$ cat src/source/sens_regs_pkg.sv
// address map, command framing and status packet constants for the sensor group
package sens_regs_pkg;

    localparam int NUM_CHN           = 4;              // sensor channels
    localparam int CHN_W             = $clog2(NUM_CHN); // channel index width

    // command address map
    localparam int SENSOR_GROUP_ADDR = 'h400;          // group base, 16-bit space
    localparam int SENSOR_BASE_INC   = 'h040;          // step between channels
    localparam int MODE_RADDR        = 0;              // mode register
    localparam int STATUS_RQ_RADDR   = 1;              // status request register

    // mode register bits
    localparam int MODE_EN_BIT       = 0;              // channel enable
    localparam int MODE_16BIT_BIT    = 1;              // 1: 16 bpp, 0: 8 bpp

    localparam int CMD_BYTES         = 6;              // AL AH D0 D1 D2 D3

    // status packets
    localparam int STATUS_REG_BASE   = 'h30;           // address byte of channel 0
    localparam int STATUS_REG_INC    = 2;              // address byte step
    localparam int STATUS_BYTES      = 4;              // address byte + 3 payload

endpackage
$ cat src/source/cmd_deser.sv
// byte-serial command receiver, assembles 16-bit address and 32-bit data
`timescale 1ns/100ps

module cmd_deser (
    input  logic        mclk,
    input  logic        arst_n,
    input  logic [7:0]  cmd_ad,    // AL AH D0..D3 on consecutive cycles
    input  logic        cmd_stb,   // with the first byte
    output logic [15:0] cmd_addr,
    output logic [31:0] cmd_data,
    output logic        cmd_wr     // one cycle, addr/data valid
);

    logic [7:0]                         ad_r;   // input register
    logic                               stb_r;
    logic [2:0]                         cnt;    // bytes taken, 0 = idle
    logic [sens_regs_pkg::CMD_BYTES*8-1:0] sr;  // byte 0 ends up lowest

    always_ff @(posedge mclk) begin
        ad_r <= cmd_ad;
        if (stb_r || cnt != 0) begin
            sr <= {ad_r, sr[sens_regs_pkg::CMD_BYTES*8-1:8]}; // shift in from top
        end
    end

    always_ff @(posedge mclk or negedge arst_n) begin
        if (!arst_n) begin
            stb_r  <= 1'b0;
            cnt    <= '0;
            cmd_wr <= 1'b0;
        end else begin
            stb_r  <= cmd_stb;
            cmd_wr <= 1'b0;
            if (stb_r) begin
                cnt <= 3'd1;                 // restart on any new strobe
            end else if (cnt == sens_regs_pkg::CMD_BYTES - 1) begin
                cnt    <= '0;
                cmd_wr <= 1'b1;              // sixth byte lands now
            end else if (cnt != 0) begin
                cnt <= cnt + 3'd1;
            end
        end
    end

    assign cmd_addr = sr[15:0];
    assign cmd_data = sr[sens_regs_pkg::CMD_BYTES*8-1:16];

endmodule

$ cat config.mk
export PLATFORM = sky130hd
export DESIGN_NAME = cmd_deser
export DESIGN_NICKNAME = d
export VERILOG_FILES = /design/src/source/sens_regs_pkg.sv /design/src/source/cmd_deser.sv
export SDC_FILE = /design/constraint.sdc
export NUM_CORES = 1
export LEC_CHECK = 0
export ABC_AREA = 1
export BUFFER_PORTS_ARGS = -buffer_cell sky130_fd_sc_hd__buf_2
export CELL_PAD_IN_SITES_DETAIL_PLACEMENT = 1
export CELL_PAD_IN_SITES_GLOBAL_PLACEMENT = 1
export CORE_MARGIN = 2
export CORE_UTILIZATION = 40
export DETAILED_ROUTE_END_ITERATION = 7
export PLACE_DENSITY = 0.78
export SYNTH_ARGS = -nofsm -noshare
export SYNTH_HDL_FRONTEND = slang
export SYNTH_SLANG_ARGS = --single-unit
$ cat constraint.sdc
create_clock -name mclk -period 2.7 [get_ports mclk]
set_input_delay 0.27 -clock mclk [delete_from_list [all_inputs] [get_ports mclk]]
set_output_delay 0.27 -clock mclk [all_outputs]
set_load 0.005 [all_outputs]
Word level (Yosys, flattened, before mapping)
Cells that the tools add are included.

Eq/ne operators: 1. Muxes and demuxes: 5. Add/sub/neg operators: 1. Reduce and logical (&&, ||, !) cells: 3.

Operators with widths (count): 3-bit two-way mux (3); 3-bit nonzero test (2); 3-bit by 1-bit adder with 3-bit output, second input constant (1); 3-bit == test, second input constant (1); 1-bit two-way mux (2); 1-bit logical OR (1).

Register bits: 61. Logic and storage cells: 15. Output and inout bits: 49. Input bits: 11.

Longest topological paths before layout
Depth in word-level cells: 4. Depth in mapped cells: 4. Mapped depth without buffers: 4.

Least setup slack after synthesis
OpenSTA, ideal clock, no wires.

Kind: register to register. From: register cnt[1]. To: register sr[0] (netlist bit) (enable). Path buffers: 0. Cell stages (with the launch flop): 3. Path slack: 0.769 ns. Required time: 2.115 ns. Arrival time: 1.346 ns. Clock period less this slack: 1.931 ns. Cell sequence: dfrtp_1 nor2_1 nand2_1.

Cells in the longest elaborated chain, start to end: 2.

Ends and longest elaborated chain: start: declaration (RTL line cmd_deser.sv:16) `logic [2:0] cnt;`; start signal: assignment (RTL line cmd_deser.sv:40) `cnt <= cnt + 3'd1;`; 3-bit nonzero test (RTL line cmd_deser.sv:21) `if (stb_r || cnt != 0) begin`; 1-bit logical OR (RTL line cmd_deser.sv:21); end signal: assignment (RTL line cmd_deser.sv:22) `sr <= {ad_r, sr[sens_regs_pkg::CMD_BYTES*8-1:8]};`; end: declaration (RTL line cmd_deser.sv:17) `logic [sens_regs_pkg::CMD_BYTES*8-1:0] sr;`.

Every way passes these cells. A chain may end at the register's enable or synchronous reset.

Worst setup path in the final report
From: register cnt[1]. To: register sr[25] (netlist bit) (enable).

The elaborated chain is that of the path after synthesis.

==> flow_metrics.py <==
metrics = {
    "place": {
        "portBuffers": 59,
        "hpwlAfterDp_um": 2170,
        "placed_cells": 189,
        "place.gp.congestion": 0.679,
    },
    "final_layout": {
        "diodes": 0,
        "syn2layout_area_growth_pct": 33.2,
        "drive_gt1_share_pct": 49.4,
        "final_cells": 206,
        "fin_nets": 160,
    },
    "clock_network": {
        "cts_buffer_depth": 2,
        "clk_pin_slew_ns": 0.06,
        "cts_sinks": 61,
        "clk_latency_ns": 0.32,
        "holdBufCountCts": 1,
        "htreeDepth": 3,
        "post_cts_buffers": 0,
        "cts_made_buffers": 9,
        "cts_tree": "done",
        "root_buffer": "clkbuf_8",
        "ctsResizeCount": 0,
    },
    "sta": {
        "period_minus_slack_ns": 1.83,
        "rsz0062_at_grt": "no",
        "fin_setup_tns_ns": 0,
        "hold_viol_final": 0,
        "period_share_pct": 67.8,
        "clock_skew_ns": 0.00474,
        "setup_viol": 0,
        "worst_pin_slew_ns": 1.08,
        "max_slew_margin_pct": 27.5,
        "slew_violations": 0,
        "max_freq_mhz": 546,
    },
    "setup_path": {
        "start_kind": "flop",
        "required_ns": 2.52,
        "worstPathArrival_ns": 1.65,
        "cp_slowest_cell": "nand2_2",
        "cp_cell_sequence": "nor2_1 > nand2_2",
        "worstRegToRegCells": 2,
        "crit_family": "simple AND/OR/NAND/NOR gates",
        "path_buf_inv": 0,
        "cp-end-kind": "flop",
        "r2r-end": "sr[25]",
        "cp_max_fo": 48,
        "r2r_slack_ns": 0.87,
        "cpPeakStageDelay_ns": 0.65,
        "reg2reg_from": "cnt[1]",
        "worstSetupPathType": "flop to flop",
    },
    "yosys": {
        "avgSynthCellArea_um2": 23.1,
        "synth_common_cells": "edfxtp_1 (48), dfxtp_1 (8), nand2_1 (6)",
        "syn-num-nets": 89,
        "synthTopCellsByArea": "edfxtp_1 (80%), dfxtp_1 (8.9%), dfrtp_1 (7.0%)",
        "synth_largest_area_cell": "edfxtp_1",
        "synth_cell_types": 9,
        "synth_edf_count": 48,
        "postSynth.asyncResetShare_pct": 8.20,
        "synth.yosys.seq_area_share_pct": 96.0,
        "ys_warn_count": 0,
        "yosysMostFrequentCell": "edfxtp_1",
        "netlist.area_leader.share_pct": 80.1,
        "ys_ff_latch": 61,
        "synth_top_flop_cell": "edfxtp_1",
        "synth_area_um2": 1800,
        "netlist_instances": 78,
    },
    "route": {
        "final_antenna_net_count": 0,
        "first_pass_iters": 4,
        "wl_um": 3140,
        "drt_iter0_markers": 81,
        "post-route-drc-count": 0,
        "num_vias": 944,
        "vias_per_cell": 4.58,
        "routedWlPerCell_um": 15.2,
    },
    "worst_hold_path": {
        "hp-class": "primary input to flop",
        "min-delay-start": "cmd_ad[4]",
        "hold_end": "ad_r[4]",
        "min_path_cells": 1,
    },
    "grt": {
        "overflow": 0,
        "grt_pass1_vias": 964,
        "grt_pass1_wl_um": 4760,
        "grt_max_degree": 49,
        "grt_use_total_pct": 13.2,
        "antenna_found_initial": 0,
    },
    "die": {
        "coreArea_um2": 4350,
        "fp.dieH_um": 71.1,
        "die-area_um2": 5050,
        "num_io_pins": 60,
        "num_rows": 24,
        "die_w_um": 71.1,
        "start_util_pct": 41.3,
    },
    "power": {
        "power_density_nw_per_um2": 1070,
        "leakage_nw": 1.03,
        "peakVddDrop_mv": 0.510,
    },
    "status": {
        "status": "finished, final reports clean",
    },
    "run": {
        "max-cap-violations": 0,
    },
}
==> flip-flops by register name (all words and copies together) (netlist names) <==
register,cells
ad_r,8
cmd_wr,1
cnt,3
sr,48
stb_r,1
==> per-layer routing <==
metal  global-route usage [%]  vias up  routed length (um)
li1                         -      431                   -
met1                     14.5      458                1240
met2                     21.4       52                1590
met3                     5.84        3                 272
met4                     7.55        0                  37
met5                        0        -                   0
==> kinds of logic after synthesis <==
family	count (synthesis)	share of synthesized area (%)
buffers and inverters	3	0.626
AOI/OAI and AO/OA	2	0.556
DFF	61	96.0
and+or+nand+nor	12	2.85
==> report_power, final <==
group          internal, mW  switching [mW]
clock                 0.562           0.327
combinational         0.132           0.153
sequential             1.29          0.0980
total                  1.98           0.578
==> cells in the final DEF, fill, tap and decap left out <==
cell type | netlist | routed
buf_2 | 0 | 59
edfxtp_1 | 48 | 48
clkbuf_8 | 0 | 11
dfxtp_1 | 8 | 8
nor2_1 | 5 | 5
nand2_1 | 6 | 5
dfrtp_1 | 5 | 5
inv_1 | 2 | 2
a21oi_1 | 2 | 2
bufinv_16 | 0 | 2
clkinv_1 | 0 | 2
nand2_2 | 0 | 1
nor3_2 | 1 | 1
inv_2 | 1 | 1
clkinv_2 | 0 | 1
dlygate4sd3_1 | 0 | 1
==> worst register-to-register path, delay by kind of cell (launching register included) <==
kind	cells	cell delay (ns)
simple gates	2	0.89
flops	1	0.43
==> layout make-up <==
class / count / area, um^2
Fill cell: 417 / 1960
Sequential cell: 61 / 1730
Timing Repair Buffer: 60 / 305
Clock buffer: 11 / 151
Clock inverter: 5 / 72.6
Tap cell: 52 / 65.1
Multi-Input combinational cell: 14 / 63.8
Inverter: 3 / 11.3
==> worst max path at each step <==
stage / from / to / slack [ns] / cells after the start
finish: cnt[1] / sr[25] / 0.87 / 2
global route: cnt[1] / sr[1] / 0.72 / 2
CTS: cnt[1] / sr[25] / 0.82 / 2
detailed placement: cnt[1] / sr[5] / 0.82 / 2
global placement: cnt[1] / sr[13] / 1.02 / 2
floorplan: cnt[1] / sr[0] / 0.77 / 2
==> stage by stage <==
stage               worst slack (ns)  hold slack [ns]  area, um^2  power [mW]  util (%)
global route                   0.720           0.0293        2400        2.68      55.0
CTS                            0.820           0.0272        2400        2.60      55.0
detailed placement             0.825           0.0886        2160        1.71      49.7
global placement                1.02           0.0823        2160        1.67      49.7
finish                         0.869           0.0494        2400        2.56      55.0
floorplan                      0.769          -0.0256        1800        1.47         -
No activity file was read; power rests on OpenSTA's default activity.
