===== src/source/sens_regs_pkg.sv =====
// address map, command framing and status packet constants for the sensor group
package sens_regs_pkg;

    localparam int NUM_CHN           = 4;              // sensor channels
    localparam int CHN_W             = $clog2(NUM_CHN); // channel index width

    // command address map
    localparam int SENSOR_GROUP_ADDR = 'h400;          // group base, 16-bit space
    localparam int SENSOR_BASE_INC   = 'h040;          // step between channels
    localparam int MODE_RADDR        = 0;              // mode register
    localparam int STATUS_RQ_RADDR   = 1;              // status request register

    // mode register bits
    localparam int MODE_EN_BIT       = 0;              // channel enable
    localparam int MODE_16BIT_BIT    = 1;              // 1: 16 bpp, 0: 8 bpp

    localparam int CMD_BYTES         = 6;              // AL AH D0 D1 D2 D3

    // status packets
    localparam int STATUS_REG_BASE   = 'h30;           // address byte of channel 0
    localparam int STATUS_REG_INC    = 2;              // address byte step
    localparam int STATUS_BYTES      = 4;              // address byte + 3 payload

endpackage

===== src/source/status_router.sv =====
// round-robin merge of channel status packets into one byte stream
`timescale 1ns/100ps

module status_router (
    input  logic                              mclk,
    input  logic                              arst_n,
    input  logic [7:0]                        st_ad [sens_regs_pkg::NUM_CHN],
    input  logic [sens_regs_pkg::NUM_CHN-1:0] st_rq,
    input  logic                              status_start,
    output logic [sens_regs_pkg::NUM_CHN-1:0] st_start,
    output logic [7:0]                        status_ad,
    output logic                              status_rq
);

    logic [sens_regs_pkg::CHN_W-1:0] g;        // granted, also rr pointer
    logic [sens_regs_pkg::CHN_W-1:0] pick;
    logic [sens_regs_pkg::CHN_W-1:0] idx;
    logic                            found;
    logic                            busy;     // grant held
    logic                            sending;  // bytes after start
    logic [1:0]                      cnt;      // bytes still to pass
    logic                            start_ok;

    always_comb begin
        pick  = g;
        found = 1'b0;
        for (int i = 1; i <= sens_regs_pkg::NUM_CHN; i++) begin
            idx = g + sens_regs_pkg::CHN_W'(i);  // start after last grant
            if (!found && st_rq[idx]) begin
                pick  = idx;
                found = 1'b1;
            end
        end
    end

    always_ff @(posedge mclk or negedge arst_n) begin
        if (!arst_n) begin
            g       <= '0;
            busy    <= 1'b0;
            sending <= 1'b0;
            cnt     <= '0;
        end else if (!busy) begin
            if (found) begin
                busy <= 1'b1;
                g    <= pick;
            end
        end else if (!sending) begin
            if (status_start) begin
                sending <= 1'b1;
                cnt     <= 2'(sens_regs_pkg::STATUS_BYTES - 1);
            end
        end else begin
            cnt <= cnt - 2'd1;
            if (cnt == 2'd1) begin
                busy    <= 1'b0;             // last byte out this cycle
                sending <= 1'b0;
            end
        end
    end

    assign start_ok  = busy && !sending && status_start;
    assign st_start  = {{(sens_regs_pkg::NUM_CHN-1){1'b0}}, start_ok} << g; // granted only
    assign status_rq = busy && !sending && st_rq[g];
    assign status_ad = st_ad[g];

endmodule


===== config.mk =====
export PLATFORM = sky130hd
export DESIGN_NAME = status_router
export DESIGN_NICKNAME = d
export VERILOG_FILES = /design/src/source/sens_regs_pkg.sv /design/src/source/status_router.sv
export SDC_FILE = /design/constraint.sdc
export NUM_CORES = 1
export LEC_CHECK = 0
export BUFFER_PORTS_ARGS = -buffer_cell sky130_fd_sc_hd__buf_2
export CORE_AREA = 2 2 48 50
export CTS_CLUSTER_SIZE = 40
export DETAILED_ROUTE_END_ITERATION = 6
export DIE_AREA = 0 0 50 52
export HOLD_SLACK_MARGIN = 0.02
export PLACE_DENSITY = 0.81
export RECOVER_POWER = 50
export SYNTH_ARGS = -nofsm -noshare
export SYNTH_HDL_FRONTEND = slang
export SYNTH_SLANG_ARGS = --single-unit

===== constraint.sdc =====
create_clock -name mclk -period 1.3 [get_ports mclk]
set_clock_uncertainty 0.15 [all_clocks]
set_input_delay 0.26 -clock mclk [delete_from_list [all_inputs] [get_ports mclk]]
set_output_delay 0.26 -clock mclk [all_outputs]
set_load 0.03 [all_outputs]

---- Word-level counts from Yosys, hierarchy flattened ----
Index checks and enable logic that the tools add are counted.
Widths: inputs -> output; s select.
operators by class
  $lt $le $gt $ge ......................... 5
  bitwise logic cells ..................... 3
  add/subtract/negate cells ............... 4
  shifts and indexed selects .............. 1
  mux-type cells .......................... 26
  reduce and logical (&&, ||, !) cells .... 14
  eq/ne operators ......................... 1
operator list
  operator             count
  $bmux 8 s2           1
  $mux 8               2
  $mux 1               14
  $lt 2x3->1 const B   4
  $mux 2               5
  $bmux 1 s2           4
  $logic_and 1x1->1    6
  $add 2x2->2 const B  2
  $logic_not 1->1      4
  $reduce_and 4->1     1
  $shl 1x2->4          1
  $ge 3x3->1 const B   1
  $not 2->3            1
  $reduce_bool 3->1    1
  $add 2x1->2 const B  1
  $eq 2x1->1 const B   1
  $not 1->1            2
  $reduce_and 2->1     1
  $reduce_bool 2->1    1
  $sub 2x1->2 const B  1
word-level totals
  register bits ........................... 6
  output and inout port bits .............. 13

---- Longest topological paths before layout ----
  depth in word-level cells ............... 15
  mapped depth ............................ 5
  gate-level depth less buffers ........... 4

---- Worst setup path before layout ----
OpenSTA, ideal clock, no wires.
  path kind ............................... register to output
  from .................................... register g[1] in the netlist's numbering
  to ...................................... output st_start[0] in the netlist's numbering
  arrival ................................. 1.658 ns
  required time ........................... 0.890 ns
  stages on the path, launching flop included .. 4
  slack ................................... -0.768 ns
  cells stage by stage .................... dfrtp_1 -> buf_6 -> clkbuf_8 -> nor4_1
between the ends
  word-level cells in the longest chain between the ends .. 1
ends and longest elaborated chain
  what                    RTL line             RTL
  from (decl)             status_router.sv:15  logic [sens_regs_pkg::CHN_W-1:0] g;
  from (signal assigned)  status_router.sv:45  g <= pick;
  $shl 1x2->4             status_router.sv:62  assign st_start = {{(sens_regs_pkg::NUM_CHN-1){1'b0}}, start_ok} << g;
  to (decl)               status_router.sv:10  output logic [sens_regs_pkg::NUM_CHN-1:0] st_start,
Every way passes these cells.

---- Worst setup path after layout ----
  from .................................... register g[0] in the netlist's numbering
  to ...................................... output status_rq
between the ends
  word-level cells in the longest chain between the ends .. 3
ends and longest elaborated chain
  what                          RTL line             RTL
  $bmux 1 s2                    status_router.sv:63  assign status_rq = busy && !sending && st_rq[g];
  $mux 1 (not written as such)  status_router.sv:63
  $logic_and 1x1->1             status_router.sv:63
  to (decl)                     status_router.sv:12  output logic status_rq
Every way passes these cells. The select of a mux whose other input is x is not followed.

==> reports/metrics.csv <==
metric;value;unit
status;finished with violations;
violations;setup timing;
timing.final.hold_violations;0;
p_sw;1.668;mW
cp_slowest_cell;dfrtp_2;
via_count;1011;
wl_per_cell;17.92;µm
numCtsBuffers;3;
post-place-ws;-0.3783;ns
htreeDepth;1;
arrival;1.55;ns
diodes;0;
seq_area_frac_synth;21.70;%
ys_types;27;
tns;-9.106;ns
first_pass_iters;4;
syn-num-nets;107;
io_pins;52;
nNetsFinal;196;
row_count;17;
seq_area;152.6;µm²
rsz0062_at_grt;yes;
endpoint_kind;output port;
cts_tree;built;
pwr-share-comb;83.9;%
core_area;0.002106;mm²
antenna_left;0;
max_stage_delay;0.38;ns
layout_commonest_cell;buf_2;
critPathKind;flip-flop to output port;
synth_area;691.9;µm²
layout.cells.non_filler;182;
place_congestion;0.8051;
multi_input_area;623.1;µm²
slew_headroom;73.77;%
postLayoutCoreUtil;72.25;%
syn_area_per_cell;10.33;µm²
switching_share;44.78;%
layout_common_cells;buf_2 (37), buf_4 (28), buf_6 (20);
met1_usage;19.75;%
tightest_slew;0.3934;ns
track_usage;21.68;%
power.internal;2.057;mW
syn2layout_area_growth;119.9;%
cap_violations;0;
ys_warn_count;0;
viasPerCell;5.555;
crit_required;0.89;ns
numPortBuffers;51;
cts-root-buf;clkbuf_4;
clock_sinks;6;
dpl.hpwl;1.788;mm
power_density;2449;mW/mm²
grtUsageMet2;44.74;%
antenna_found_initial;0;
cp-start-kind;flip-flop;
seqPwrFrac;11.4;%
post-route-drc-count;0;
grt_max_degree;8;
min_path_type;input pin to asynchronous set/reset pin;
crit_fanout;4;
p_clk_share;4.8;%
fmax;0.5097;GHz
path_clk_slew;0.05;ns
grt_pass1_vias;962;
synth-async-reset-ratio;100.0;%
crit_path_frequent_cell;buf_6;
final.period_utilization;150.9;%
placed_cells;162;
die_w;50;µm
synthFlopType;dfrtp_1;
layout-drive-gt1-share;79.87;%
critPathTopFamily;buffers and inverters;
routed_wl;3.261;mm
netlist_instances;67;
die_height;52;µm
path_cells;buf_6, clkinvlp_4, o211ai_1, o21ai_4, nor3_4, buf_6;
grt_first_pass_wirelength;4.229;mm
fp.dieArea;0.002600;mm²
setup_viol;16;
grt_remaining_overflow;0;
setup_ws;-0.6619;ns
vdd_drop_max;1238;µV
synth_edf_count;0;
slew_violations;0;
use_met3;3.161;%
clock_latency;0.25;ns
clockBufferDepth;2;
min_period;1.962;ns
ys_seq_elements;6;
grt_busiest_layer;met2;
n_fill_cell;130;
initial_utilization;32.86;%
path_buf_inv;3;
p_leak;0.7050;nW
drtIter0Drc;35;
==> per-stage QoR <==
stage               power, mW  hold WS [ns]  area (µm²)
global placement        2.389      -0.06156        1175
CTS                     3.257        0.2190        1405
global route            3.902        0.3340        1521
detailed placement      2.459      -0.05806        1175
floorplan               1.975       -0.1856       795.8
finish                  3.725        0.2876        1521
==> cell type report <==
| class | count | area share, % |
|---|---|---|
| Timing Repair Buffer | 89 | 44.00 |
| Multi-Input combinational cell | 52 | 40.95 |
| Sequential cell | 6 | 10.03 |
| Tap cell | 28 | 2.303 |
| Clock buffer | 3 | 1.480 |
| Inverter | 4 | 1.234 |
==> kinds of logic after synthesis <==
family | synth area share, %
AO/OA/AOI/OAI | 14.65
XOR/XNOR | 2.532
adder cells (fa/ha/maj) | 1.808
buffers and inverters | 10.85
flip-flops | 21.70
multiplexers | 30.20
AND/OR/NAND/NOR | 18.26
==> metal layers <==
metal  share of wire [%]  vias up
met5                   0        -
met4                 5.3        0
met3                 6.9       22
met2                  54       84
met1                  34      472
li1                    -      433
==> synth_stat cells, types with 2 or more instances <==
library cell	n	area share (%)
nor2_1	11	6.0
dfrtp_1	6	22
mux4_2	6	20
nand2_1	6	3.3
inv_1	4	2.2
a221oi_1	3	3.8
o211ai_1	3	3.3
a21oi_1	2	1.4
a31oi_1	2	1.8
buf_6	2	3.3
mux4_1	2	7.6
nor2b_1	2	1.8
nor3_1	2	1.4
nor4_1	2	1.8
xnor2_1	2	2.5
==> path summary, 6_finish.rpt <==
kind,start,end,slack (ns),cells past startpoint
worst min-delay path,arst_n,cnt[0],0.29,2
worst max register to register,g[0],g[0],-0.55,8
max in group asynchronous,arst_n,g[1],0.41,2
min in group mclk,status_start,sending,0.35,4
worst min register to register,cnt[1],cnt[1],0.36,1
worst max-delay path,g[0],status_rq,-0.66,6
==> flip-flops by register name, summed over array words and instances, names as in the netlist <==
register and flops:
cnt 2, g 2, busy 1, sending 1
==> timing repair <==
item | in CTS | in global routing
endpoints found under the hold margin | 6 | 0
pin swaps | 7 | 8
gates resized for setup | 40 | 19
buffers inserted | 6 | 11
hold buffers | 1 | 0
endpoints found under the setup margin | 16 | 18
cloned | 1 | 0
==> power groups by stage <==
stage / Clock, mW / Combinational, mW / Sequential, mW
floorplan: 0 / 1.63 / 0.345
global placement: 0 / 2.00 / 0.386
detailed placement: 0 / 2.06 / 0.397
CTS: 0.170 / 2.66 / 0.429
global route: 0.185 / 3.29 / 0.430
finish: 0.178 / 3.12 / 0.423
==> worst register-to-register path: stages, from the launching register on <==
cell        delay, ns
dfrtp_2          0.38
buf_6            0.12
clkinvlp_4       0.13
buf_4            0.17
buf_4            0.12
buf_4            0.15
a221oi_4         0.21
o211ai_1         0.14
xnor2_1          0.16
(Power assumes the default switching activity.)
