--- src/source/sens_data_pkg.sv ---
// pixel sample union, memory word and line buffer geometry
package sens_data_pkg;

    localparam int PIX_W      = 16;   // raw sample width
    localparam int WORD_W     = 64;   // memory word
    localparam int NUM_PAGES  = 4;    // pages per line buffer
    localparam int PAGE_WORDS = 32;   // one line per page
    localparam int WADDR_W    = 5;    // word address inside a page

    // one sample, seen raw or as two bytes
    typedef union packed {
        logic [PIX_W-1:0] raw;        // 16 bpp view
        struct packed {
            logic [7:0] msb;          // kept in 8 bpp mode
            logic [7:0] lsb;
        } bytes;
    } pix_word_u;

    typedef logic [WORD_W-1:0] mem_word_t;

    typedef logic [15:0] line_cnt_t;  // accepted lines, wraps

endpackage

--- src/source/sens_regs_pkg.sv ---
// address map, command framing and status packet constants for the sensor group
package sens_regs_pkg;

    localparam int NUM_CHN           = 4;              // sensor channels
    localparam int CHN_W             = $clog2(NUM_CHN); // channel index width

    // command address map
    localparam int SENSOR_GROUP_ADDR = 'h400;          // group base, 16-bit space
    localparam int SENSOR_BASE_INC   = 'h040;          // step between channels
    localparam int MODE_RADDR        = 0;              // mode register
    localparam int STATUS_RQ_RADDR   = 1;              // status request register

    // mode register bits
    localparam int MODE_EN_BIT       = 0;              // channel enable
    localparam int MODE_16BIT_BIT    = 1;              // 1: 16 bpp, 0: 8 bpp

    localparam int CMD_BYTES         = 6;              // AL AH D0 D1 D2 D3

    // status packets
    localparam int STATUS_REG_BASE   = 'h30;           // address byte of channel 0
    localparam int STATUS_REG_INC    = 2;              // address byte step
    localparam int STATUS_BYTES      = 4;              // address byte + 3 payload

endpackage
--- src/source/sens_chan_ctrl.sv ---
// channel mode register and status packet sender
`timescale 1ns/100ps

module sens_chan_ctrl (
    input  logic                            mclk,
    input  logic                            arst_n,
    input  logic [sens_regs_pkg::CHN_W-1:0] chn,      // tied to channel index
    input  logic [15:0]                     cmd_addr,
    input  logic [31:0]                     cmd_data,
    input  logic                            cmd_wr,
    input  sens_data_pkg::line_cnt_t        lines,
    input  logic                            overflow,
    input  logic                            st_start, // address byte taken
    output logic                            en,
    output logic                            mode16,
    output logic [7:0]                      st_ad,
    output logic                            st_rq
);

    logic [15:0]              base;      // channel register base
    logic [7:0]               st_addr;   // first packet byte
    logic                     wr_mode;
    logic                     wr_stat;
    logic [1:0]               idx;       // packet byte, 0 = address
    logic [5:0]               seq;
    sens_data_pkg::line_cnt_t lines_snap;
    logic                     ovf_snap;

    assign base    = 16'(sens_regs_pkg::SENSOR_GROUP_ADDR + sens_regs_pkg::SENSOR_BASE_INC * chn);
    assign st_addr = 8'(sens_regs_pkg::STATUS_REG_BASE + sens_regs_pkg::STATUS_REG_INC * chn);
    assign wr_mode = cmd_wr && cmd_addr == base + 16'(sens_regs_pkg::MODE_RADDR);
    assign wr_stat = cmd_wr && cmd_addr == base + 16'(sens_regs_pkg::STATUS_RQ_RADDR);

    always_ff @(posedge mclk) begin
        if (wr_stat) begin
            seq        <= cmd_data[5:0];     // echoed back in last byte
            lines_snap <= lines;
            ovf_snap   <= overflow;
        end
    end

    always_ff @(posedge mclk or negedge arst_n) begin
        if (!arst_n) begin
            en     <= 1'b0;
            mode16 <= 1'b0;
            st_rq  <= 1'b0;
            idx    <= '0;
        end else begin
            if (wr_mode) begin
                en     <= cmd_data[sens_regs_pkg::MODE_EN_BIT];
                mode16 <= cmd_data[sens_regs_pkg::MODE_16BIT_BIT];
            end
            if (wr_stat) begin
                st_rq <= 1'b1;               // hold until started
            end else if (st_start) begin
                st_rq <= 1'b0;
            end
            if (st_start) begin
                idx <= 2'd1;
            end else if (idx == sens_regs_pkg::STATUS_BYTES - 1) begin
                idx <= '0;                   // packet done
            end else if (idx != 0) begin
                idx <= idx + 2'd1;
            end
        end
    end

    always_comb begin
        case (idx)
            2'd0:    st_ad = st_addr;
            2'd1:    st_ad = lines_snap[7:0];
            2'd2:    st_ad = lines_snap[15:8];
            default: st_ad = {ovf_snap, en, seq};
        endcase
    end

endmodule

--- config.mk ---
export PLATFORM = sky130hd
export DESIGN_NAME = sens_chan_ctrl
export DESIGN_NICKNAME = d
export VERILOG_FILES = /design/src/source/sens_data_pkg.sv /design/src/source/sens_regs_pkg.sv /design/src/source/sens_chan_ctrl.sv
export SDC_FILE = /design/constraint.sdc
export NUM_CORES = 1
export LEC_CHECK = 0
export ABC_AREA = 1
export BUFFER_PORTS_ARGS = -buffer_cell sky130_fd_sc_hd__buf_2
export CAP_MARGIN = 0
export CORE_MARGIN = 1
export CORE_UTILIZATION = 45
export DETAILED_ROUTE_END_ITERATION = 7
export GPL_ROUTABILITY_DRIVEN = 0
export MAX_ROUTING_LAYER = met4
export PLACE_DENSITY = 0.84
export RECOVER_POWER = 25
export SYNTH_ARGS = -nofsm -noshare
export SYNTH_HDL_FRONTEND = slang
export SYNTH_SLANG_ARGS = --single-unit
--- constraint.sdc ---
create_clock -name mclk -period 2.2 [get_ports mclk]
set_input_delay 0.22 -clock mclk [delete_from_list [all_inputs] [get_ports mclk]]
set_output_delay 0.22 -clock mclk [all_outputs]
set_load 0.05 [all_outputs]
---- Word-level counts from Yosys, hierarchy flattened ----
Cells that the tools add are included.
operators by class
  equal/unequal tests ..................... 5
  div/mod/pow operators ................... 0
  add/sub/neg operators ................... 4
  multiplexer cells ....................... 6
  multipliers ............................. 0
  reduce and logical (&&, ||, !) cells .... 6
  order comparisons ....................... 0
  bitwise gates (word level) .............. 0
  shift operators ......................... 0
operator list
  kind                                                 number
  one-hot mux 8 bit (3 select lines)                   1
  equality test 16 x 12 -> 1 bit                       1
  equality test 16 x 13 -> 1 bit                       1
  adder 12 x 1 -> 13 bit, second input constant        1
  adder 11 x 8 -> 12 bit, first input constant         1
  adder 6 x 3 -> 7 bit, first input constant           1
  two-way mux 2 bit                                    3
  equality test 2 bit, second input constant           2
  nonzero test 2 bit                                   2
  nonzero test 3 bit                                   1
  adder 2 x 1 -> 2 bit, second input constant          1
  equality test 2 x 1 -> 1 bit, second input constant  1
  logical AND 1 bit                                    2
  logical NOT 2 bit                                    1
  two-way mux 1 bit                                    2
storage, ports and cells
  bits in writable memories ............... 0
  bits in latches ......................... 0
  ROM bits ................................ 0
  logic and storage cells ................. 28
  bits in registers ....................... 28
  bits of input ports ..................... 71
  output and inout bits ................... 11
  memories kept ........................... 0

---- Depth between registers and ports, before layout ----
  depth in word-level cells ............... 5
  mapped depth ............................ 8
  mapped depth without buffers ............ 8

---- Worst setup path after synthesis ----
No wires, ideal clock.
  path type ............................... flip-flop to output port
  start ................................... register idx[0]
  end ..................................... output st_ad[1]
  cell stages (with the launch flop) ...... 6
  arrival ................................. 1.679 ns
  path slack .............................. 0.301 ns
  required time ........................... 1.980 ns
  buffers on the path ..................... 1
  cells stage by stage .................... dfrtp_1 > ha_1 > buf_4 > inv_2 > nor2_1 > a31oi_1
between the ends
  word-level cells in the longest chain between the ends .. 2
  elaborated cells between the ends (all ways) .. 4
  those cells by class .................... eq/ne (2); mux (1); reduce/logical (1)
ends and longest elaborated chain
  what                                               RTL line              RTL
  start, declared                                    sens_chan_ctrl.sv:24  logic [1:0] idx;
  start signal, assigned                             sens_chan_ctrl.sv:63  idx <= idx + 2'd1;
  equality test 2 bit, or another cell as far along  sens_chan_ctrl.sv:69  case (idx)
  one-hot mux 8 bit (3 select lines) *               sens_chan_ctrl.sv:69
  end, declared                                      sens_chan_ctrl.sv:16  output logic [7:0] st_ad,
Mark *: on every way between the ends. The rest lies on a longest branch, timed or not.

---- Worst setup path in the final report ----
  start ................................... register idx[1]
  end ..................................... output st_ad[1]
The elaborated chain is that of the path after synthesis.

==> flow_summary.ini <==
[cells_and_area]
nNetsFinal = 258
final_util_pct = 63.7
antennaDiodeCount = 0
fillers = 184
area_growth_pct = 29.0
layout_commonest_cell = buf_2
mostFrequentLayoutCells = buf_2, nand2_1, edfxtp_1
final-seq-area_um2 = 816
multiInputGateArea_um2 = 383
drive_above_1_share_pct = 38.5

[pwr]
cellPowerDensity_nw_per_um2 = 1060
power.switching_uw = 770
power.internal_uw = 986
switching_share_pct = 43.8
finalPower_uw = 1760
power_frac_clock_pct = 18.7
combPwrFrac_pct = 46.9
irDropWorstVdd_v = 0.000809
pwr-share-seq_pct = 34.4
p_leak_uw = 0.000789

[synthesis]
synth_cell_types = 21
synth_top_area_share_pct = 54.0
synth.area.top_cells = edfxtp_1, dfrtp_1, nand2_1
synth_edf_count = 23
yosysWarningCount = 0
yosys.area.top_type = edfxtp_1
syn-cell-area_um2 = 1280
ys_seq_area_share_pct = 63.8
synth-seq-cells = 28
synth_top_flop_cell = edfxtp_1
avgSynthCellArea_um2 = 10.3
synth_nets = 199
async_flop_share_pct = 17.9
synthCells = 124

[critical_path]
cp_cell_sequence = ha_1, inv_2, nor2_1, a31oi_1, buf_2
path_delay_family = buffers and inverters
r2r_cells = 5
max_stage_delay_ns = 0.45
crit_type = register to output port
cp_slowest_cell = dfrtp_1
start_kind = register
critPathBufInv = 2
critPathArrivalTime_ns = 1.86
crit_fanout = 10
cp.depth = 5
end_kind = output port
worst_ep_required_time_ns = 1.98

[placed_design]
portBuffers = 55
dpl.hpwl_um = 1980

[clocking]
clk_pin_slew_worst_paths_ns = 0.14
cts-buffers-inserted = 3
clkLatencyLatePin_ns = 0.33
cts.sinks = 28
cts_max_path_buffers = 2
htreeDepth = 1
cts-root-buf = clkbuf_4
cts_tree = done

[global_routing]
track_usage_pct = 19.0
grt_pass1_vias = 1100
grt.overflow.total = 0
antenna_found_initial = 0
grt_start_max_net_pins = 24
grt_pass1_wl_um = 4400

[route]
detail_route.wl_per_cell_um = 11.8
ant_nets = 0
dr.pass1.iters = 5
drtIter0Drc = 28
drc = 0
viasPerCell = 4.80
wl_um = 2500
num_vias = 1017

[floorplan]
initial_core_util_pct = 49.4
die_x_um = 55.3
die-area_um2 = 3060
num_rows = 18
die_y_um = 55.3
coreArea_um2 = 2590
ios = 82

[timing]
grt_setup_unrepaired = false
drv_slew = 0
relSlewSlack_pct = 78.4
worst_slew_pin_slew_ns = 0.324
fin_skew_ns = 0.0000360
min_period_over_period_pct = 94.7
min_period_ns = 2.08
hold_violations = 0
maxClockFrequency_mhz = 480
finalSetupViolCount = 0
fin_tns_setup_ns = 0

[run_status]
status = complete, no violations

[hold_path]
hold_class = primary input to register
hold_path_depth = 2

[run]
max_cap_violations = 0
power by group through the flow:
stage          registers, µW  logic, µW  clock network, µW
3_5_place_dp             614        814                  0
2_1_floorplan            611        622                  0
4_1_cts                  603        819                333
5_1_grt                  607        893                353
3_3_place_gp             613        791                  0
6_report                 603        824                328
registers in the layout, indices dropped and copies added, names as in the netlist:
register / flops
idx: 2
ovf_snap: 1
en: 1
mode16: 1
lines_snap: 16
seq: 6
st_rq: 1
routing by layer:
metal  global-route usage (%)  wire length (µm)  part of all wire, %
met5                        -                 0                    0
met4                     10.4                71                  2.8
met2                     34.9              1380                   55
met3                     2.81               103                  4.1
met1                     19.2               938                   38
synth_stat cells, drive strengths merged (2+ instances only):
master and number:
nand3 6, ha 4, edfxtp 23, nor2 16
nand2 30, dfrtp 5, a21oi 11, clkbuf 2
inv 18, a31oi 2, o21ai 3
area by class of cell:
cell class | instances | area share (%)
clock inverters | 1 | 1.82
repair buffers | 57 | 17.8
clock buffers | 3 | 1.37
flip-flops and latches | 28 | 49.5
multi-input cells | 75 | 23.2
well taps | 30 | 2.28
inverters | 18 | 4.10
kinds of logic (layout without fill, tap and decap cells):
group / Yosys count / count (layout) / share of synthesized area [%]
AND/OR/NAND/NOR: 54 / 54 / 18.3
flip-flops: 28 / 28 / 63.8
buffers and inverters: 21 / 79 / 6.65
AO/OA/AOI/OAI: 17 / 17 / 7.34
adder cells (fa/ha/maj): 4 / 4 / 3.91
stage by stage:
stage          worst slack (ns)  std cells  hold WS, ns  instance area (µm²)
2_1_floorplan             0.301        124      -0.0756                 1280
3_3_place_gp              0.611        207       0.0417                 1580
3_5_place_dp              0.517        207       0.0440                 1580
4_1_cts                   0.126        212       0.0432                 1640
5_1_grt                  0.0203        212       0.0338                 1650
6_report                  0.118        212       0.0478                 1650
final timing paths:
kind | startpoint | endpoint | slack [ns]
hold / removal | st_start | idx[1]$_DFFE_PN0P_ | 0.05
setup / recovery | idx[1]$_DFFE_PN0P_ | st_ad[1] | 0.12
min in group asynchronous | arst_n | en$_DFFE_PN0P_ | 0.22
hold reg to reg | st_rq$_DFFE_PN0P_ | st_rq$_DFFE_PN0P_ | 0.50
max in group asynchronous | arst_n | idx[1]$_DFFE_PN0P_ | 1.85
setup reg to reg | idx[1]$_DFFE_PN0P_ | idx[1]$_DFFE_PN0P_ | 0.84
what timing repair did:
item	in CTS	in global routing
setup endpoints to repair	0	2
hold buffers	1	0
gates resized for setup	0	2
setup buffers	0	0
endpoints found under the hold margin	5	0
No activity file was read; power rests on OpenSTA's default activity.
