**src/source/sens_data_pkg.sv**
```systemverilog
// pixel sample union, memory word and line buffer geometry
package sens_data_pkg;

    localparam int PIX_W      = 16;   // raw sample width
    localparam int WORD_W     = 64;   // memory word
    localparam int NUM_PAGES  = 4;    // pages per line buffer
    localparam int PAGE_WORDS = 32;   // one line per page
    localparam int WADDR_W    = 5;    // word address inside a page

    // one sample, seen raw or as two bytes
    typedef union packed {
        logic [PIX_W-1:0] raw;        // 16 bpp view
        struct packed {
            logic [7:0] msb;          // kept in 8 bpp mode
            logic [7:0] lsb;
        } bytes;
    } pix_word_u;

    typedef logic [WORD_W-1:0] mem_word_t;

    typedef logic [15:0] line_cnt_t;  // accepted lines, wraps

endpackage

```
**src/source/pkword_if.sv**
```systemverilog
// packed word interface from pixel packer to line buffer
`timescale 1ns/100ps

interface pkword_if;

    sens_data_pkg::mem_word_t         word;     // packed pixels
    logic [sens_data_pkg::WADDR_W:0]  waddr;    // word index in line, one extra bit
    logic                             we;       // single cycle write
    logic                             line_end; // with or after last we

    modport src (
        output word, waddr, we, line_end
    );

    modport dst (
        input  word, waddr, we, line_end
    );

endinterface

```
**src/source/px_packer.sv**
```systemverilog
// pixel packer, 8 or 16 bit samples into 64-bit words, one line at a time
`timescale 1ns/100ps

module px_packer (
    input  logic                     mclk,
    input  logic                     arst_n,
    input  sens_data_pkg::pix_word_u px_data,
    input  logic                     px_valid,
    input  logic                     px_last,  // last sample of a line
    input  logic                     en,
    input  logic                     mode16,   // 4 lanes of 16, else 8 lanes of 8
    pkword_if.src                    pk
);

    sens_data_pkg::mem_word_t        acc;      // word under construction
    sens_data_pkg::mem_word_t        nxt;      // acc with current sample merged
    logic [2:0]                      lane;
    logic [sens_data_pkg::WADDR_W:0] widx;     // word index in line, saturates
    logic                            take;
    logic                            full;
    logic                            flush;

    assign take  = px_valid && en;             // disabled channel drops samples
    assign full  = mode16 ? (lane == 3'd3) : (lane == 3'd7);
    assign flush = take && (full || px_last);

    always_comb begin
        nxt = acc;
        if (mode16) begin
            nxt[lane[1:0]*sens_data_pkg::PIX_W +: sens_data_pkg::PIX_W] = px_data.raw;
        end else begin
            nxt[lane*8 +: 8] = px_data.bytes.msb; // upper byte only
        end
    end

    always_ff @(posedge mclk) begin
        if (flush) begin
            pk.word  <= nxt;                   // unfilled lanes still zero
            pk.waddr <= widx;
        end
    end

    always_ff @(posedge mclk or negedge arst_n) begin
        if (!arst_n) begin
            acc         <= '0;
            lane        <= '0;
            widx        <= '0;
            pk.we       <= 1'b0;
            pk.line_end <= 1'b0;
        end else begin
            pk.we       <= flush;
            pk.line_end <= take && px_last;
            if (flush) begin
                acc  <= '0;
                lane <= '0;
                if (px_last) begin
                    widx <= '0;                // next line starts at word 0
                end else if (widx != '1) begin
                    widx <= widx + 1'b1;
                end
            end else if (take) begin
                acc  <= nxt;
                lane <= lane + 3'd1;
            end
        end
    end

endmodule

```
**src/flat_wrapper.sv**
```systemverilog
// flat-port wrapper written by rule: the top's interface ports become plain ports
module px_packer_flat 
  (mclk, arst_n, px_data, px_valid, px_last, en, mode16, pk_word, pk_waddr, pk_we, pk_line_end);
  pkword_if pk_i ();
  input  logic mclk;
  input  logic arst_n;
  input  sens_data_pkg::pix_word_u px_data;
  input  logic px_valid;
  input  logic px_last;
  input  logic en;
  input  logic mode16;
  output wire logic [$bits(pk_i.word)-1:0] pk_word;
  output wire logic [$bits(pk_i.waddr)-1:0] pk_waddr;
  output wire logic [$bits(pk_i.we)-1:0] pk_we;
  output wire logic [$bits(pk_i.line_end)-1:0] pk_line_end;
  assign pk_word = pk_i.word;
  assign pk_waddr = pk_i.waddr;
  assign pk_we = pk_i.we;
  assign pk_line_end = pk_i.line_end;
  px_packer u_core (.mclk(mclk), .arst_n(arst_n), .px_data(px_data), .px_valid(px_valid), .px_last(px_last), .en(en), .mode16(mode16), .pk(pk_i));
endmodule
```
**config.mk**
```make
export PLATFORM = sky130hd
export DESIGN_NAME = px_packer_flat
export DESIGN_NICKNAME = d
export VERILOG_FILES = /design/src/source/sens_data_pkg.sv /design/src/source/pkword_if.sv /design/src/source/px_packer.sv /design/src/flat_wrapper.sv
export SDC_FILE = /design/constraint.sdc
export NUM_CORES = 1
export LEC_CHECK = 0
export BUFFER_PORTS_ARGS = -buffer_cell sky130_fd_sc_hd__buf_4
export CORE_UTILIZATION = 58
export DETAILED_ROUTE_END_ITERATION = 12
export GPL_TIMING_DRIVEN = 0
export PLACE_DENSITY = 0.8
export REMOVE_ABC_BUFFERS = 1
export SYNTH_ARGS = -nofsm -noshare
export SYNTH_HDL_FRONTEND = slang
export SYNTH_SLANG_ARGS = --single-unit
```
**constraint.sdc**
```tcl
create_clock -name mclk -period 5.1 [get_ports mclk]
set_input_delay 1.02 -clock mclk [delete_from_list [all_inputs] [get_ports mclk]]
set_output_delay 1.02 -clock mclk [all_outputs]
set_load 0.005 [all_outputs]
```
Yosys cells after proc, flatten, opt, wreduce, memory -nomap -nowiden

Cells that the tools add are included.

Bits in latches: 0
Output and inout bits: 72
Memories: 0
Logic and storage cells: 35
Bits in writable memories: 0
Register bits: 145
Memory bits (read-only): 0
Input port bits: 22

Reductions and logical operators: 7
Shift-type cells: 4
Eq/ne operators: 3
Multiply operators: 0
Bitwise operators: 0
$lt $le $gt $ge: 0
Muxes and demuxes: 10
$add $sub $neg: 4
Div/mod/pow operators: 0

Operator list:

| operator                                               | count |
|---|---|
| 2-to-1 mux 64 bit                                      | 3 |
| bitwise mux 64 bit                                     | 2 |
| negation 6 -> 34 bit                                   | 2 |
| variable shift 16 x 34 -> 64 bit, first input constant | 1 |
| variable shift 8 x 34 -> 64 bit, first input constant  | 1 |
| variable part select 16 x 34 -> 64 bit                 | 1 |
| variable part select 8 x 34 -> 64 bit                  | 1 |
| 2-to-1 mux 6 bit                                       | 2 |
| adder 6 x 1 -> 6 bit, second input constant            | 1 |
| 2-to-1 mux 3 bit                                       | 2 |
| inequality test 6 bit, second input constant           | 1 |
| nonzero test 2 bit                                     | 2 |
| adder 3 x 1 -> 3 bit, second input constant            | 1 |
| equality test 3 x 2 -> 1 bit, second input constant    | 1 |
| equality test 3 bit, second input constant             | 1 |
| logical AND 1 bit                                      | 3 |
| AND reduction 2 bit                                    | 1 |
| logical OR 1 bit                                       | 1 |
| 2-to-1 mux 1 bit                                       | 1 |

Depth between registers and ports, before layout

Word-level depth: 6
Depth in mapped cells: 11
Depth with buffers taken out: 7

Least setup slack after synthesis

Ideal clock, no wire load.

Path kind: input -> register
Start point: input port mode16
End point: register u_core.pk.waddr[0], enable pin
Data required time: 4.599 ns
Buffers on the path: 1
Cell stages on the path: 4
Setup time: 0.501 ns
Arrival: 4.584 ns
Path slack: 0.015 ns
Path through: xor2_2 > a21oi_2 > clkbuf_1 > nor2_1

Word-level cells in the longest chain between the ends: 3

Ends and longest elaborated chain:

| element                | RTL line           | RTL |
|---|---|---|
| start, declared        | flat_wrapper.sv:11 | `input logic mode16;` |
| 2-to-1 mux 1 bit       | px_packer.sv:24    | `assign full = mode16 ? (lane == 3'd3) : (lane == 3'd7);` |
| logical OR 1 bit       | px_packer.sv:25    | `assign flush = take && (full \|\| px_last);` |
| logical AND 1 bit      | px_packer.sv:25    |  |
| named net u_core.flush | px_packer.sv:21    | `logic flush;` |
| end signal, assigned   | px_packer.sv:39    | `pk.waddr <= widx;` |
| end, declared          | pkword_if.sv:12    | `output word, waddr, we, line_end` |

The timed path passes the listed nets, and every way through them passes these cells.
A chain may end at the register's enable or synchronous reset.

Worst setup path after layout

Start point: register u_core.lane[0]
End point: register u_core.acc[2]

Word-level cells in the longest chain between the ends: 6
Elaborated cells between the ends (all ways): 17

Ends and longest elaborated chain:

| element                                                        | RTL line                         | RTL |
|---|---|---|
| start, declared                                                | px_packer.sv:17                  | `logic [2:0] lane;` |
| start signal, assigned                                         | px_packer.sv:63                  | `lane <= lane + 3'd1;` |
| negation 6 -> 34 bit, on equally long branches                 | px_packer.sv:30, px_packer.sv:32 |  |
| variable part select 16 x 34 -> 64 bit (tied with other cells) | px_packer.sv:30                  | `nxt[lane[1:0]*sens_data_pkg::PIX_W +: sens_data_pkg::PIX_W] = px_data.raw;` |
| bitwise mux 64 bit, on equally long branches                   | px_packer.sv:30, px_packer.sv:32 |  |
| 2-to-1 mux 64 bit (*)                                          | px_packer.sv:29                  | `if (mode16) begin` |
| named net u_core.nxt[2]                                        | px_packer.sv:16                  | `sens_data_pkg::mem_word_t nxt;` |
| 2-to-1 mux 64 bit (*)                                          | px_packer.sv:61                  | `end else if (take) begin` |
| 2-to-1 mux 64 bit (*)                                          | px_packer.sv:53                  | `if (flush) begin` |
| end signal, assigned                                           | px_packer.sv:62                  | `acc <= nxt;` |
| end, declared                                                  | px_packer.sv:15                  | `sens_data_pkg::mem_word_t acc;` |

Mark *: on every way through the listed nets, which the timed path passes. The rest lies on a longest branch. The select of a mux whose other input is x is not followed.

==> metrics list <==
- The run finished with clean final reports.
- Setup bufs post-CTS: 0
* Via count: 6,312
* Final-stage net count: around 750
- Compared with the post-synthesis result, the final layout area differs by 19.0%.
- The total overflow left after global routing is 0.
- ANT nets after route: 0
- The final-report max-slew violation count is 0.
* Post-Route WL: around 20,000 um
- In the synthesized netlist the async set-or-reset flop fraction comes to 51.7%.
- In the routed layout, each cell is associated on average with a via count of 6.99.
- Half-perimeter wire length after placement: ~12,000 um
- Avg Inst Size Synth: 11.1 um^2
- Last weighted congestion value of the routability-driven placer: between 0.8 and 0.9
* Summed instance area of the synthesized netlist: around 7400 um^2
- By count the netlist is led by sky130_fd_sc_hd__dfrtp_1, sky130_fd_sc_hd__edfxtp_1, sky130_fd_sc_hd__a22o_1, sky130_fd_sc_hd__nor2_1.
- Crit Path Max Fanout: 42
- Final worst path period need: 4.64 ns
- Period Utilization, post-route: 91.1%
- Cells with a size suffix above 1 make up 20.8% of the layout.
- Number of global-route vias before repair: between 6,000 and 7,000
- Clock-pin slew on the worst setup and hold paths: 0.06 ns
- The H-tree was split into 4 levels.
- Total Die Area: 13,200 um^2
- Clk_lat worst skew: 0.42 ns
- In this run the static leakage power is 3.70 nW.
- In the final routed layout, each cell accounts on average for 22.1 um.
* Worst slew margin relative to its limit: under 10%
- Kind of launch point of the worst setup path: flop
* Clock sink total: about 150
- The most used flip-flop cell after synthesis is sky130_fd_sc_hd__dfrtp_1.
- Clock tree from TritonCTS: yes
- The tool flagged a number of max-cap violations equal to 0.
- The first global-routing pass estimated 31,300 um of wire.
- Input and output buffers added on the ports amount to 93.
- Synthesis inferred 145 register bits.
- The tightest min-delay check is of the reg -> reg type.
- STA puts the critical path data arrival time at 4.95 ns.
- Portion of the post-synthesis area used by sequential elements: roughly 54%
* Maximum clock insertion buffer count: 2
- Setup repair after global routing left no endpoint under its margin.
- Number of antenna violations at the first check in global routing: 0
- Die Y-Extent: 115 um
* Power density over the cells: 388 nW/um^2
* CP endpoint kind: flop
* Path type of the worst setup path: reg -> reg
* Synth area leaders: sky130_fd_sc_hd__edfxtp_1, sky130_fd_sc_hd__dfrtp_1, sky130_fd_sc_hd__a22o_1
- Number of standard cells after synthesis: around 660
- STA puts the critical path data required time at 5.41 ns.
- 0 antenna diodes ended up in the layout.
* Peak supply drop: between 0.0002 and 0.00025 V
- Share of Yosys cell area claimed by the top area cell type: between 20% and 30%
* TritonCTS Buffers: 17
- Global routing consumed, over all layers together, 31.2% of the routing resources.
- Setup violation total in the final timing report: 0
- Horiz. Die Dim: roughly 110 um
- Yosys instantiated no cell more often than sky130_fd_sc_hd__dfrtp_1.
* Std cell rows: 40
- Number of failing hold endpoints at the final stage: 0
- CTS Root Cell: sky130_fd_sc_hd__clkbuf_16
- After floorplanning, the core was sized to cover 12,200 um^2.
- sky130_fd_sc_hd__edfxtp_1 takes more of the synthesized area than any other cell.
- Post_cts resized: 0
* Pin count of the biggest net entering global routing: 78
* First-pass iteration count of the detailed router: 6
* Ports placed on the boundary: 94
* Area after DPL: 8140 um^2
- Initial drt markers: 733
* Post-synthesis cell type count: 71
* Worst clock skew: 0.00763 ns
* EDFF count, synth: 70
- Timing would allow up to 0.215 GHz.
- Setup TNS after final layout: 0 ns
- Number of warnings issued by yosys: 0
- Post-route design area: 8790 um^2
* Drc violations: 0
- At the pin with the least slew margin, the transition time is 1.37 ns.
- Hold repair after CTS inserted 0 buffers.
- Effective utilization at floorplan: 60.5%
[layout make-up]
class                      instances  area [um^2]
sequential                       145         3980
fill                             876         3430
multi-input combinational        430         3070
timing repair buffer              97          768
clock buffer                      23          488
tap                              168          210
clock inverter                     9          154
inverter                          31          116
[critical path, stage by stage (launching register included)]
cell and delay (ns):
sky130_fd_sc_hd__dfrtp_1 1.25, sky130_fd_sc_hd__inv_1 0.28, sky130_fd_sc_hd__ha_2 0.56, sky130_fd_sc_hd__ha_1 0.66, sky130_fd_sc_hd__or4b_1 0.67, sky130_fd_sc_hd__nor2_1 0.42
sky130_fd_sc_hd__o311ai_0 0.35, sky130_fd_sc_hd__a22o_1 0.31
[state kept, by name, indices dropped and copies added (netlist names)]
signal / count
u_core.acc: 64
u_core.lane: 3
u_core.pk.line_end: 1
u_core.pk.waddr: 6
u_core.pk.we: 1
u_core.pk.word: 64
u_core.widx: 6
[per-stage QoR]
stage | hold WS, ns | power (mW) | worst slack [ns] | util (%) | instances
4_1_cts | 0.496 | 3.38 | 0.288 | 71.9 | 903
5_1_grt | 0.516 | 3.52 | 0.301 | 71.9 | 903
3_5_place_dp | 0.484 | 2.03 | 0.351 | 66.7 | 871
6_report | 0.506 | 3.41 | 0.455 | 71.9 | 903
3_3_place_gp | 0.460 | 2.00 | -1.81 | 66.0 | 867
2_1_floorplan | 0.449 | 1.79 | -0.189 | - | 606
[worst paths after layout]
path	start	to	slack (ns)	cells past startpoint
setup / recovery	u_core.lane[0]	u_core.acc[2]	0.46	7
hold / removal	u_core.acc[46]	u_core.acc[46]	0.51	2
setup reg to reg	u_core.lane[0]	u_core.acc[2]	0.46	7
hold reg to reg	u_core.acc[46]	u_core.acc[46]	0.51	2
max in group asynchronous	arst_n	u_core.widx[2]	3.71	1
min in group asynchronous	arst_n	u_core.acc[29]	0.75	1
[placed cells by master, fill, tap and decap left out, types with 4 or more instances in the layout]
master / count
sky130_fd_sc_hd__nand2_1: 33
sky130_fd_sc_hd__clkbuf_16: 17
sky130_fd_sc_hd__a21oi_1: 18
sky130_fd_sc_hd__ha_1: 7
sky130_fd_sc_hd__a21o_1: 24
sky130_fd_sc_hd__o32ai_1: 5
sky130_fd_sc_hd__a221o_1: 8
sky130_fd_sc_hd__a211oi_1: 6
sky130_fd_sc_hd__nand3_1: 6
sky130_fd_sc_hd__o21ai_0: 21
sky130_fd_sc_hd__inv_1: 31
sky130_fd_sc_hd__nor2b_1: 22
sky130_fd_sc_hd__nor2_1: 37
sky130_fd_sc_hd__o22ai_1: 8
sky130_fd_sc_hd__bufinv_16: 4
sky130_fd_sc_hd__buf_4: 93
sky130_fd_sc_hd__a311oi_1: 7
sky130_fd_sc_hd__o22a_1: 4
sky130_fd_sc_hd__dfrtp_1: 75
sky130_fd_sc_hd__o31ai_1: 13
sky130_fd_sc_hd__o311ai_0: 7
sky130_fd_sc_hd__edfxtp_1: 70
sky130_fd_sc_hd__and3_1: 8
sky130_fd_sc_hd__clkbuf_8: 4
sky130_fd_sc_hd__nand3b_1: 6
sky130_fd_sc_hd__a31oi_1: 14
sky130_fd_sc_hd__nor3_1: 7
sky130_fd_sc_hd__and2_1: 6
sky130_fd_sc_hd__nor4bb_1: 7
sky130_fd_sc_hd__a221oi_1: 10
sky130_fd_sc_hd__a22oi_1: 11
sky130_fd_sc_hd__o221ai_1: 4
sky130_fd_sc_hd__a22o_1: 55
sky130_fd_sc_hd__nand4_1: 15
[logic make-up after synthesis]
family	count (synthesis)	synth area share (%)
adders and majority gates	8	1.36
DFF	145	53.9
AOI/OAI and AO/OA	241	25.3
xor gates and xnor gates	1	0.220
buffers and inverters	88	4.83
muxes	5	0.728
and+or+nand+nor	175	13.7
[per-layer routing]
layer	part of all wire, %	global-route usage (%)
met1	40	40.9
met2	48	49.8
met3	9.2	6.54
met4	3.0	15.4
met5	0	0
[power breakdown]
| part | leakage [nW] | internal, mW | total, mW | switching (mW) |
|---|---|---|---|---|
| logic | 1.71 | 0.223 | 0.663 | 0.439 |
| registers | 1.68 | 1.32 | 1.39 | 0.0699 |
| clock network | 0.309 | 0.870 | 1.35 | 0.484 |
No activity file was read; power rests on OpenSTA's default activity.
